--- config.mk ---
export PLATFORM = sky130hd
export DESIGN_NAME = exe_stage
export DESIGN_NICKNAME = d
export VERILOG_FILES = /design/src/common/exe_pkg.sv /design/src/exe_stage/exe_ctrl.sv /design/src/exe_stage/exe_stage.sv /design/src/exe_stage/lsu_req.sv /design/src/hw/alu.sv
export VERILOG_INCLUDE_DIRS = /design/src /design/src/common
export SDC_FILE = /design/constraint.sdc
export NUM_CORES = 1
export LEC_CHECK = 0
export BUFFER_PORTS_ARGS = -buffer_cell sky130_fd_sc_hd__buf_2
export CORE_MARGIN = 5
export CORE_UTILIZATION = 35
export CTS_BUF_LIST = sky130_fd_sc_hd__clkbuf_16
export CTS_CLUSTER_SIZE = 8
export DETAILED_ROUTE_END_ITERATION = 12
export SYNTH_ARGS = -nofsm -noshare
export SYNTH_HDL_FRONTEND = slang
export SYNTH_SLANG_ARGS = --single-unit
--- constraint.sdc ---
create_clock -name clk -period 17.7 [get_ports clk]
set_clock_uncertainty 0.1 [all_clocks]
set_input_delay 1.77 -clock clk [delete_from_list [all_inputs] [get_ports clk]]
set_output_delay 1.77 -clock clk [all_outputs]
set_load 0.05 [all_outputs]
--- src/common/exe_consts.svh ---
`ifndef EXE_CONSTS_SVH
`define EXE_CONSTS_SVH

// datapath widths
`define EXE_XLEN      32
`define EXE_REG_AW    5              // register number
`define EXE_IMM_W     16
`define EXE_STRB_W    4              // one strobe per byte lane
`define EXE_SIZE_CW   2              // width of the transfer size code

// shift amount field inside the immediate
`define EXE_SA_LSB    6
`define EXE_SA_W      5

// fixed segment mapping
`define EXE_KSEG_TAG  2'b10          // addr[31:30] of kseg0 and kseg1
`define EXE_KSEG_CLR  3              // top bits dropped for unmapped segments

// transfer size codes on the data bus
`define EXE_SIZE_B    2'd0
`define EXE_SIZE_H    2'd1
`define EXE_SIZE_W    2'd2

`endif

--- src/common/exe_pkg.sv ---
`include "exe_consts.svh"

package exe_pkg;

    typedef enum logic [3:0] {
        ALU_ADD, ALU_SUB, ALU_SLT, ALU_SLTU,
        ALU_AND, ALU_OR,  ALU_XOR, ALU_NOR,
        ALU_SLL, ALU_SRL, ALU_SRA, ALU_LUI
    } alu_op_e;

    typedef enum logic [3:0] {
        MEM_NONE,
        MEM_LB, MEM_LBU, MEM_LH, MEM_LHU, MEM_LW,
        MEM_SB, MEM_SH,  MEM_SW
    } mem_op_e;

    typedef enum logic [1:0] {
        EXC_NONE,
        EXC_OV,                               // trapping add/sub overflow
        EXC_ADEL,                             // misaligned load
        EXC_ADES                              // misaligned store
    } exc_e;

    typedef struct packed {
        logic [`EXE_XLEN-1:0]    pc;
        alu_op_e                 alu_op;
        logic                    src1_is_sa;
        logic                    src1_is_pc;
        logic                    src2_is_simm;
        logic                    src2_is_zimm;
        logic                    src2_is_8;
        logic                    trap_ov;     // add/sub that raises overflow
        mem_op_e                 mem_op;
        logic                    gr_we;
        logic [`EXE_REG_AW-1:0]  dest;
        logic [`EXE_IMM_W-1:0]   imm;
        logic [`EXE_XLEN-1:0]    rs_value;
        logic [`EXE_XLEN-1:0]    rt_value;
    } exe_uop_t;

    typedef struct packed {
        logic [`EXE_XLEN-1:0]    pc;
        logic [`EXE_XLEN-1:0]    result;
        mem_op_e                 mem_op;
        logic                    gr_we;
        logic [`EXE_REG_AW-1:0]  dest;
        exc_e                    exc;
    } exe_result_t;

    typedef struct packed {
        logic                    wr;
        logic [`EXE_SIZE_CW-1:0] size;
        logic [`EXE_STRB_W-1:0]  wstrb;
        logic [`EXE_XLEN-1:0]    addr;
        logic [`EXE_XLEN-1:0]    wdata;
    } data_req_t;

    typedef struct packed {
        logic                    valid;
        logic                    gr_we;
        logic                    is_load;     // decode must stall on this
        logic [`EXE_REG_AW-1:0]  dest;
        logic [`EXE_XLEN-1:0]    result;
    } bypass_t;

    function automatic logic mem_is_load(mem_op_e op);
        return op inside {MEM_LB, MEM_LBU, MEM_LH, MEM_LHU, MEM_LW};
    endfunction

    function automatic logic mem_is_store(mem_op_e op);
        return op inside {MEM_SB, MEM_SH, MEM_SW};
    endfunction

endpackage

--- src/exe_stage/exe_ctrl.sv ---
`timescale 1ns/1ps
`include "exe_consts.svh"

module exe_ctrl
(
    input  logic                 clk,
    input  logic                 reset,
    input  logic                 in_valid,
    input  exe_pkg::exe_uop_t    uop,
    output logic                 in_allowin,
    output logic                 out_valid,
    input  logic                 out_allowin,
    output logic                 stage_valid,
    output exe_pkg::exe_uop_t    held_uop,
    output logic                 advance,
    input  logic [`EXE_XLEN-1:0] alu_result,
    input  logic                 ov,
    input  logic                 mem_done,
    input  exe_pkg::exc_e        addr_exc,
    output exe_pkg::exe_result_t res,
    output exe_pkg::bypass_t     bypass
);

    logic          ready_go;
    exe_pkg::exc_e exc;

    assign ready_go   = stage_valid & mem_done;
    assign in_allowin = ~stage_valid | (ready_go & out_allowin);
    assign out_valid  = stage_valid & ready_go;
    assign advance    = out_valid & out_allowin;   // result leaves this cycle

    always_ff @(posedge clk)
    begin
        if (reset)
        begin
            stage_valid <= 1'b0;
        end
        else if (in_allowin)
        begin
            stage_valid <= in_valid;
        end
    end

    always_ff @(posedge clk)
    begin
        if (in_valid && in_allowin)
        begin
            held_uop <= uop;
        end
    end

    // overflow trap wins over the address check
    assign exc = (held_uop.trap_ov && ov) ? exe_pkg::EXC_OV : addr_exc;

    always_comb
    begin
        res.pc     = held_uop.pc;
        res.result = alu_result;
        res.mem_op = held_uop.mem_op;
        res.gr_we  = held_uop.gr_we;
        res.dest   = held_uop.dest;
        res.exc    = exc;
    end

    always_comb
    begin
        bypass.valid   = stage_valid;
        bypass.gr_we   = held_uop.gr_we;
        bypass.is_load = exe_pkg::mem_is_load(held_uop.mem_op);   // data not ready yet
        bypass.dest    = held_uop.dest;
        bypass.result  = alu_result;
    end

endmodule

--- src/exe_stage/exe_stage.sv ---
`timescale 1ns/1ps
`include "exe_consts.svh"

module exe_stage
(
    input  logic                 clk,
    input  logic                 reset,
    // from decode
    input  logic                 in_valid,
    input  exe_pkg::exe_uop_t    uop,
    output logic                 in_allowin,
    // to memory stage
    output logic                 out_valid,
    output exe_pkg::exe_result_t res,
    input  logic                 out_allowin,
    // data memory request port
    output logic                 data_req,
    output exe_pkg::data_req_t   dreq,
    input  logic                 data_addr_ok,
    // forwarding to decode
    output exe_pkg::bypass_t     bypass
);

    logic                 stage_valid;
    logic                 advance;
    exe_pkg::exe_uop_t    held_uop;
    logic [`EXE_XLEN-1:0] alu_result;
    logic                 ov;
    logic                 mem_done;
    exe_pkg::exc_e        addr_exc;

    exe_ctrl u_ctrl
    (
        .clk         (clk),
        .reset       (reset),
        .in_valid    (in_valid),
        .uop         (uop),
        .in_allowin  (in_allowin),
        .out_valid   (out_valid),
        .out_allowin (out_allowin),
        .stage_valid (stage_valid),
        .held_uop    (held_uop),
        .advance     (advance),
        .alu_result  (alu_result),
        .ov          (ov),
        .mem_done    (mem_done),
        .addr_exc    (addr_exc),
        .res         (res),
        .bypass      (bypass)
    );

    alu u_alu
    (
        .uop        (held_uop),
        .alu_result (alu_result),
        .ov         (ov)
    );

    lsu_req u_lsu
    (
        .clk          (clk),
        .reset        (reset),
        .stage_valid  (stage_valid),
        .held_uop     (held_uop),
        .alu_result   (alu_result),
        .ov           (ov),
        .advance      (advance),
        .data_req     (data_req),
        .dreq         (dreq),
        .data_addr_ok (data_addr_ok),
        .mem_done     (mem_done),
        .addr_exc     (addr_exc)
    );

endmodule

--- src/exe_stage/lsu_req.sv ---
`timescale 1ns/1ps
`include "exe_consts.svh"

module lsu_req
(
    input  logic                 clk,
    input  logic                 reset,
    input  logic                 stage_valid,
    input  exe_pkg::exe_uop_t    held_uop,
    input  logic [`EXE_XLEN-1:0] alu_result,
    input  logic                 ov,
    input  logic                 advance,
    output logic                 data_req,
    output exe_pkg::data_req_t   dreq,
    input  logic                 data_addr_ok,
    output logic                 mem_done,
    output exe_pkg::exc_e        addr_exc
);

    typedef enum logic {
        IDLE,
        SENT                                       // request taken, waiting to leave
    } lsu_state_e;

    lsu_state_e                state;
    logic                      is_load;
    logic                      is_store;
    logic                      is_mem;
    logic                      is_half;
    logic                      is_word;
    logic [1:0]                offset;
    logic                      misaligned;
    logic                      no_req;
    logic                      accepted;
    logic [`EXE_XLEN-1:0]      paddr;
    logic [`EXE_SIZE_CW-1:0]   size;
    logic [`EXE_STRB_W-1:0]    strb;
    logic [`EXE_XLEN-1:0]      wdata;

    assign is_load  = exe_pkg::mem_is_load(held_uop.mem_op);
    assign is_store = exe_pkg::mem_is_store(held_uop.mem_op);
    assign is_mem   = is_load | is_store;
    assign is_half  = held_uop.mem_op inside {exe_pkg::MEM_LH, exe_pkg::MEM_LHU, exe_pkg::MEM_SH};
    assign is_word  = held_uop.mem_op inside {exe_pkg::MEM_LW, exe_pkg::MEM_SW};
    assign offset   = alu_result[1:0];

    assign misaligned = (is_half && offset[0]) || (is_word && offset != 2'b00);
    assign no_req     = misaligned | (held_uop.trap_ov & ov);   // faulting op stays off the bus

    always_comb
    begin
        addr_exc = exe_pkg::EXC_NONE;
        if (misaligned)
        begin
            addr_exc = is_load ? exe_pkg::EXC_ADEL : exe_pkg::EXC_ADES;
        end
    end

    assign data_req = stage_valid && is_mem && !no_req && state == IDLE;
    assign accepted = data_req && data_addr_ok;
    assign mem_done = !is_mem || no_req || state == SENT || accepted;

    always_ff @(posedge clk)
    begin
        if (reset)
        begin
            state <= IDLE;
        end
        else if (advance)
        begin
            state <= IDLE;                         // next micro-op may request
        end
        else if (accepted)
        begin
            state <= SENT;
        end
    end

    // kseg0/kseg1 drop the top bits, everything else passes through
    always_comb
    begin
        paddr = alu_result;
        if (alu_result[`EXE_XLEN-1 -: 2] == `EXE_KSEG_TAG)
        begin
            paddr[`EXE_XLEN-1 -: `EXE_KSEG_CLR] = '0;
        end
        paddr[1:0] = 2'b00;                        // word aligned bus address
    end

    always_comb
    begin
        size  = `EXE_SIZE_W;
        strb  = 4'b1111;
        wdata = held_uop.rt_value;
        case (held_uop.mem_op)
            exe_pkg::MEM_LB, exe_pkg::MEM_LBU, exe_pkg::MEM_SB:
            begin
                size  = `EXE_SIZE_B;
                strb  = 4'b0001 << offset;
                wdata = {4{held_uop.rt_value[7:0]}};    // byte on every lane
            end
            exe_pkg::MEM_LH, exe_pkg::MEM_LHU, exe_pkg::MEM_SH:
            begin
                size  = `EXE_SIZE_H;
                strb  = offset[1] ? 4'b1100 : 4'b0011;
                wdata = {2{held_uop.rt_value[15:0]}};
            end
            default:
            begin
                size  = `EXE_SIZE_W;
                strb  = 4'b1111;
                wdata = held_uop.rt_value;
            end
        endcase
    end

    always_comb
    begin
        dreq.wr    = is_store;
        dreq.size  = size;
        dreq.wstrb = is_store ? strb : '0;         // loads write nothing
        dreq.addr  = paddr;
        dreq.wdata = wdata;
    end

endmodule

--- src/hw/alu.sv ---
`timescale 1ns/1ps
`include "exe_consts.svh"

module alu
(
    input  exe_pkg::exe_uop_t    uop,
    output logic [`EXE_XLEN-1:0] alu_result,
    output logic                 ov
);

    logic [`EXE_XLEN-1:0] src1;
    logic [`EXE_XLEN-1:0] src2;
    logic [`EXE_XLEN-1:0] sum;
    logic [`EXE_XLEN-1:0] diff;
    logic [`EXE_SA_W-1:0] shamt;
    logic                 slt;
    logic                 sltu;

    always_comb
    begin
        if (uop.src1_is_sa)
        begin
            src1 = {{(`EXE_XLEN-`EXE_SA_W){1'b0}}, uop.imm[`EXE_SA_LSB +: `EXE_SA_W]};
        end
        else if (uop.src1_is_pc)
        begin
            src1 = uop.pc;                         // link address
        end
        else
        begin
            src1 = uop.rs_value;
        end
    end

    always_comb
    begin
        if (uop.src2_is_simm)
        begin
            src2 = {{(`EXE_XLEN-`EXE_IMM_W){uop.imm[`EXE_IMM_W-1]}}, uop.imm};
        end
        else if (uop.src2_is_zimm)
        begin
            src2 = {{(`EXE_XLEN-`EXE_IMM_W){1'b0}}, uop.imm};
        end
        else if (uop.src2_is_8)
        begin
            src2 = `EXE_XLEN'(8);                  // pc+8 for links
        end
        else
        begin
            src2 = uop.rt_value;
        end
    end

    assign sum   = src1 + src2;
    assign diff  = src1 - src2;
    assign shamt = src1[`EXE_SA_W-1:0];
    assign slt   = $signed(src1) < $signed(src2);
    assign sltu  = src1 < src2;

    always_comb
    begin
        case (uop.alu_op)
            exe_pkg::ALU_ADD:  alu_result = sum;
            exe_pkg::ALU_SUB:  alu_result = diff;
            exe_pkg::ALU_SLT:  alu_result = {{(`EXE_XLEN-1){1'b0}}, slt};
            exe_pkg::ALU_SLTU: alu_result = {{(`EXE_XLEN-1){1'b0}}, sltu};
            exe_pkg::ALU_AND:  alu_result = src1 & src2;
            exe_pkg::ALU_OR:   alu_result = src1 | src2;
            exe_pkg::ALU_XOR:  alu_result = src1 ^ src2;
            exe_pkg::ALU_NOR:  alu_result = ~(src1 | src2);
            exe_pkg::ALU_SLL:  alu_result = src2 << shamt;
            exe_pkg::ALU_SRL:  alu_result = src2 >> shamt;
            exe_pkg::ALU_SRA:  alu_result = $signed(src2) >>> shamt;
            exe_pkg::ALU_LUI:  alu_result = {uop.imm, {(`EXE_XLEN-`EXE_IMM_W){1'b0}}};
            default:           alu_result = sum;
        endcase
    end

    // signed overflow, only meaningful for add and sub
    always_comb
    begin
        ov = 1'b0;
        if (uop.alu_op == exe_pkg::ALU_ADD)
        begin
            ov = (src1[`EXE_XLEN-1] == src2[`EXE_XLEN-1]) &&
                 (sum[`EXE_XLEN-1] != src1[`EXE_XLEN-1]);
        end
        else if (uop.alu_op == exe_pkg::ALU_SUB)
        begin
            ov = (src1[`EXE_XLEN-1] != src2[`EXE_XLEN-1]) &&
                 (diff[`EXE_XLEN-1] != src1[`EXE_XLEN-1]);
        end
    end

endmodule

==> impl_metrics.py <==
metrics = {
    "worst_setup_path": {
        "critPathSlowestCell": "o311ai_0",
        "slowest_delay_ns": 0.97,
        "arrival_ns": 6.89,
        "cp-start-kind": "flip-flop",
        "end_kind": "output pin",
        "crit_chain": "buf_4 -> mux2i_1 -> o21ai_2 -> buf_4 -> ha_1 -> a21oi_1 -> o22ai_1 -> o311ai_1 -> o311ai_0 -> nand4_1 -> o21ai_1 -> xnor2_1 -> o22ai_1 -> o41ai_2 -> nand2_1 -> buf_2",
        "critPathKind": "reg -> out",
        "crit_path_max_fanout": 33,
        "crit_required_ns": 15.83,
    },
    "synthesis": {
        "synth_async_sr_flop_share_pct": 0,
        "yosys.area.top_type": "edfxtp_1",
        "synth_seq_area_share_pct": 24.6,
        "synthTopCellsByArea": "edfxtp_1 (24%), mux2i_1 (8.8%), ha_1 (7.7%)",
        "avgSynthCellArea_um2": 8.14,
        "synth_ff_type": "edfxtp_1",
        "synth_cells": 2002,
        "yosysWarnings": 0,
        "ys_seq_elements": 134,
        "yosysTopAreaCellShare_pct": 24.3,
        "ys_types": 94,
        "synth_most_common_cell": "nand2_1",
        "syn_area_um2": 16300,
        "synth_edf_count": 132,
        "ys_top_cells_by_count": "nand2_1 (201), mux2i_1 (144), a21oi_1 (140)",
    },
    "route": {
        "drtIter0Drc": 2158,
        "drt-wirelength-per-cell_um": 25.7,
        "wl_um": 70600,
        "vias": 16400,
        "remaining_drc_errors": 0,
        "routed_via_density": 5.99,
        "drt_pass1_iterations": 7,
        "ant_nets": 0,
    },
    "global_routing": {
        "grt_use_total_pct": 26.2,
        "grt_max_degree": 72,
        "grt_pass1_vias": 15400,
        "grt_pass1_wl_um": 101000,
        "antenna_found_initial": 4,
        "grt_overflow": 0,
    },
    "power": {
        "powerDensity_nw_per_um2": 94.4,
        "ir_drop_mv": 0.0791,
        "power.leakage_nw": 7.97,
    },
    "die": {
        "core_area_um2": 46300,
        "initial_core_util_pct": 35.2,
        "die_y_um": 226,
        "io_pins": 327,
        "die_x_um": 226,
        "rows": 79,
        "die_area_um2": 51000,
    },
    "clocking": {
        "cts.sinks": 134,
        "clk_pin_slew_worst_paths_ns": 0.06,
        "post_cts_resize_count": 0,
        "cts_setup_buffers": 0,
        "cts_buffers": 17,
        "clk_latency_ns": 0.45,
        "tritoncts": "yes",
        "hold_buffers": 0,
        "cts-root-buf": "clkbuf_16",
        "cts_htree_levels": 4,
        "clk_path_buf_depth": 2,
    },
    "place": {
        "dp.cells": 2709,
        "gp_congestion": 1.04,
        "dp_hpwl_um": 54400,
        "port_buffers": 324,
    },
    "finish": {
        "areaGrowthSynthToFinish_pct": 11.0,
        "nNetsFinal": 2360,
        "drive_above_1_share_pct": 23.2,
        "fillCellCount": 4823,
        "final_cell_count_no_fill": 2742,
        "register_area_um2": 4000,
        "multi_input_area_um2": 10400,
    },
    "hold_path": {
        "hp-class": "reg -> reg",
    },
    "timing": {
        "finalHoldViolations": 0,
        "fin_crit_ns": 8.76,
        "tightest_slew_ns": 1.12,
        "fin_crit_sh_pct": 49.5,
        "rsz0062_at_grt": "false",
        "relSlewSlack_pct": 25.3,
        "finalSetupTns_ns": 0,
        "setup_viol_count_final": 0,
        "fmax_mhz": 114,
        "slew_viol_final": 0,
    },
    "flow_run": {
        "maxCapViolations": 0,
    },
    "outcome": {
        "status": "finished, final reports clean",
    },
}
## worst max-delay path: cells and delay by family, from the launching register on
kind | cells | cell delay (ns)
AO/OA/AOI/OAI | 8 | 3.18
XOR/XNOR | 1 | 0.13
adder cells (fa/ha/maj) | 1 | 0.38
buffers and inverters | 3 | 1.06
flip-flops | 1 | 0.32
multiplexers | 1 | 0.83
AND/OR/NAND/NOR | 2 | 0.51
## power breakdown
part           internal (mW)  switching, mW
combinational          0.261          0.698
clock                  0.196          0.154
sequential             0.375         0.0230
total                  0.832          0.875
## metrics by stage
stage          setup WS, ns  instance area (µm²)  power (mW)  hold WS, ns  util, %
6_report               8.94                18100        1.71        0.433     39.1
5_1_grt                8.79                18100        1.78        0.487     39.1
4_1_cts                9.14                18100        1.71        0.428     39.1
3_5_place_dp           9.65                17500        1.35        0.412     37.9
3_3_place_gp           9.82                17500        1.35        0.418     37.9
2_1_floorplan          6.21                16300        1.15        0.396        -
## path summary, 6_finish.rpt
| kind | start | endpoint | slack [ns] | depth (start not counted) |
|---|---|---|---|---|
| setup / recovery | u_ctrl.held_uop[94]$_DFFE_PP_ | in_allowin | 8.94 | 16 |
| hold / removal | u_lsu.state$_SDFFE_PP0P_ | u_lsu.state$_SDFFE_PP0P_ | 0.43 | 1 |
| setup reg to reg | u_ctrl.held_uop[94]$_DFFE_PP_ | u_ctrl.held_uop[39]$_DFFE_PP_ | 9.37 | 17 |
| hold reg to reg | u_lsu.state$_SDFFE_PP0P_ | u_lsu.state$_SDFFE_PP0P_ | 0.43 | 1 |
## state kept, by name, summed over array words and instances, names as in the netlist
name and cells:
u_ctrl.bypass 6, u_ctrl.held_uop 126, u_ctrl.stage_valid 1, u_lsu.state 1
## cell families (layout without fill, tap and decap cells)
kind of cell / after synthesis / in the layout / share of synthesized area (%)
mux: 174 / 174 / 11.2
xor+xnor: 49 / 49 / 2.63
flops: 134 / 134 / 24.6
fa+ha+maj: 102 / 102 / 7.92
other cells: 1 / 3 / 0.0230
simple gates: 541 / 541 / 15.7
buf+inv: 383 / 514 / 12.2
compound gates: 618 / 618 / 25.7
## cell usage in the layout, fill, tap and decap left out, drive strengths merged, types with 13 or more instances in the layout
| master | netlist | routed |
|---|---|---|
| clkbuf | 85 | 17 |
| buf | 185 | 369 |
| o2111ai | 17 | 17 |
| a22o | 20 | 20 |
| a22oi | 26 | 26 |
| nor4b | 13 | 13 |
| and2 | 18 | 18 |
| inv | 110 | 118 |
| a221oi | 23 | 23 |
| o21a | 13 | 13 |
| o211ai | 30 | 30 |
| a21oi | 146 | 146 |
| a21o | 28 | 28 |
| nand2 | 201 | 201 |
| o22ai | 15 | 15 |
| ha | 100 | 100 |
| nand2b | 21 | 21 |
| mux2i | 144 | 144 |
| or2 | 33 | 33 |
| nand3 | 36 | 36 |
| xnor2 | 48 | 48 |
| mux2 | 26 | 26 |
| nor2 | 128 | 128 |
| a31oi | 21 | 21 |
| a211oi | 29 | 29 |
| edfxtp | 132 | 132 |
| nor3 | 32 | 32 |
| o21ai | 131 | 131 |
## layer usage
layer | wire length (µm) | part of all wire, % | global-route usage (%) | up-vias
met1 | 29400 | 42 | 35.2 | 7921
met5 | 23 | 0.033 | 0 | -
met2 | 32500 | 46 | 41.8 | 899
met4 | 3160 | 4.5 | 12.1 | 4
met3 | 5520 | 7.8 | 3.73 | 149
li1 | - | - | - | 7441
## area by class of cell
class	count	area share, %
sequential	134	22.1
clock inverter	15	0.782
tap	607	4.20
clock buffer	17	2.35
multi-input combinational	1486	57.2
antenna	1	0.0138
timing repair buffer	369	10.9
inverter	113	2.37
Power figures use the tool's default switching activity.
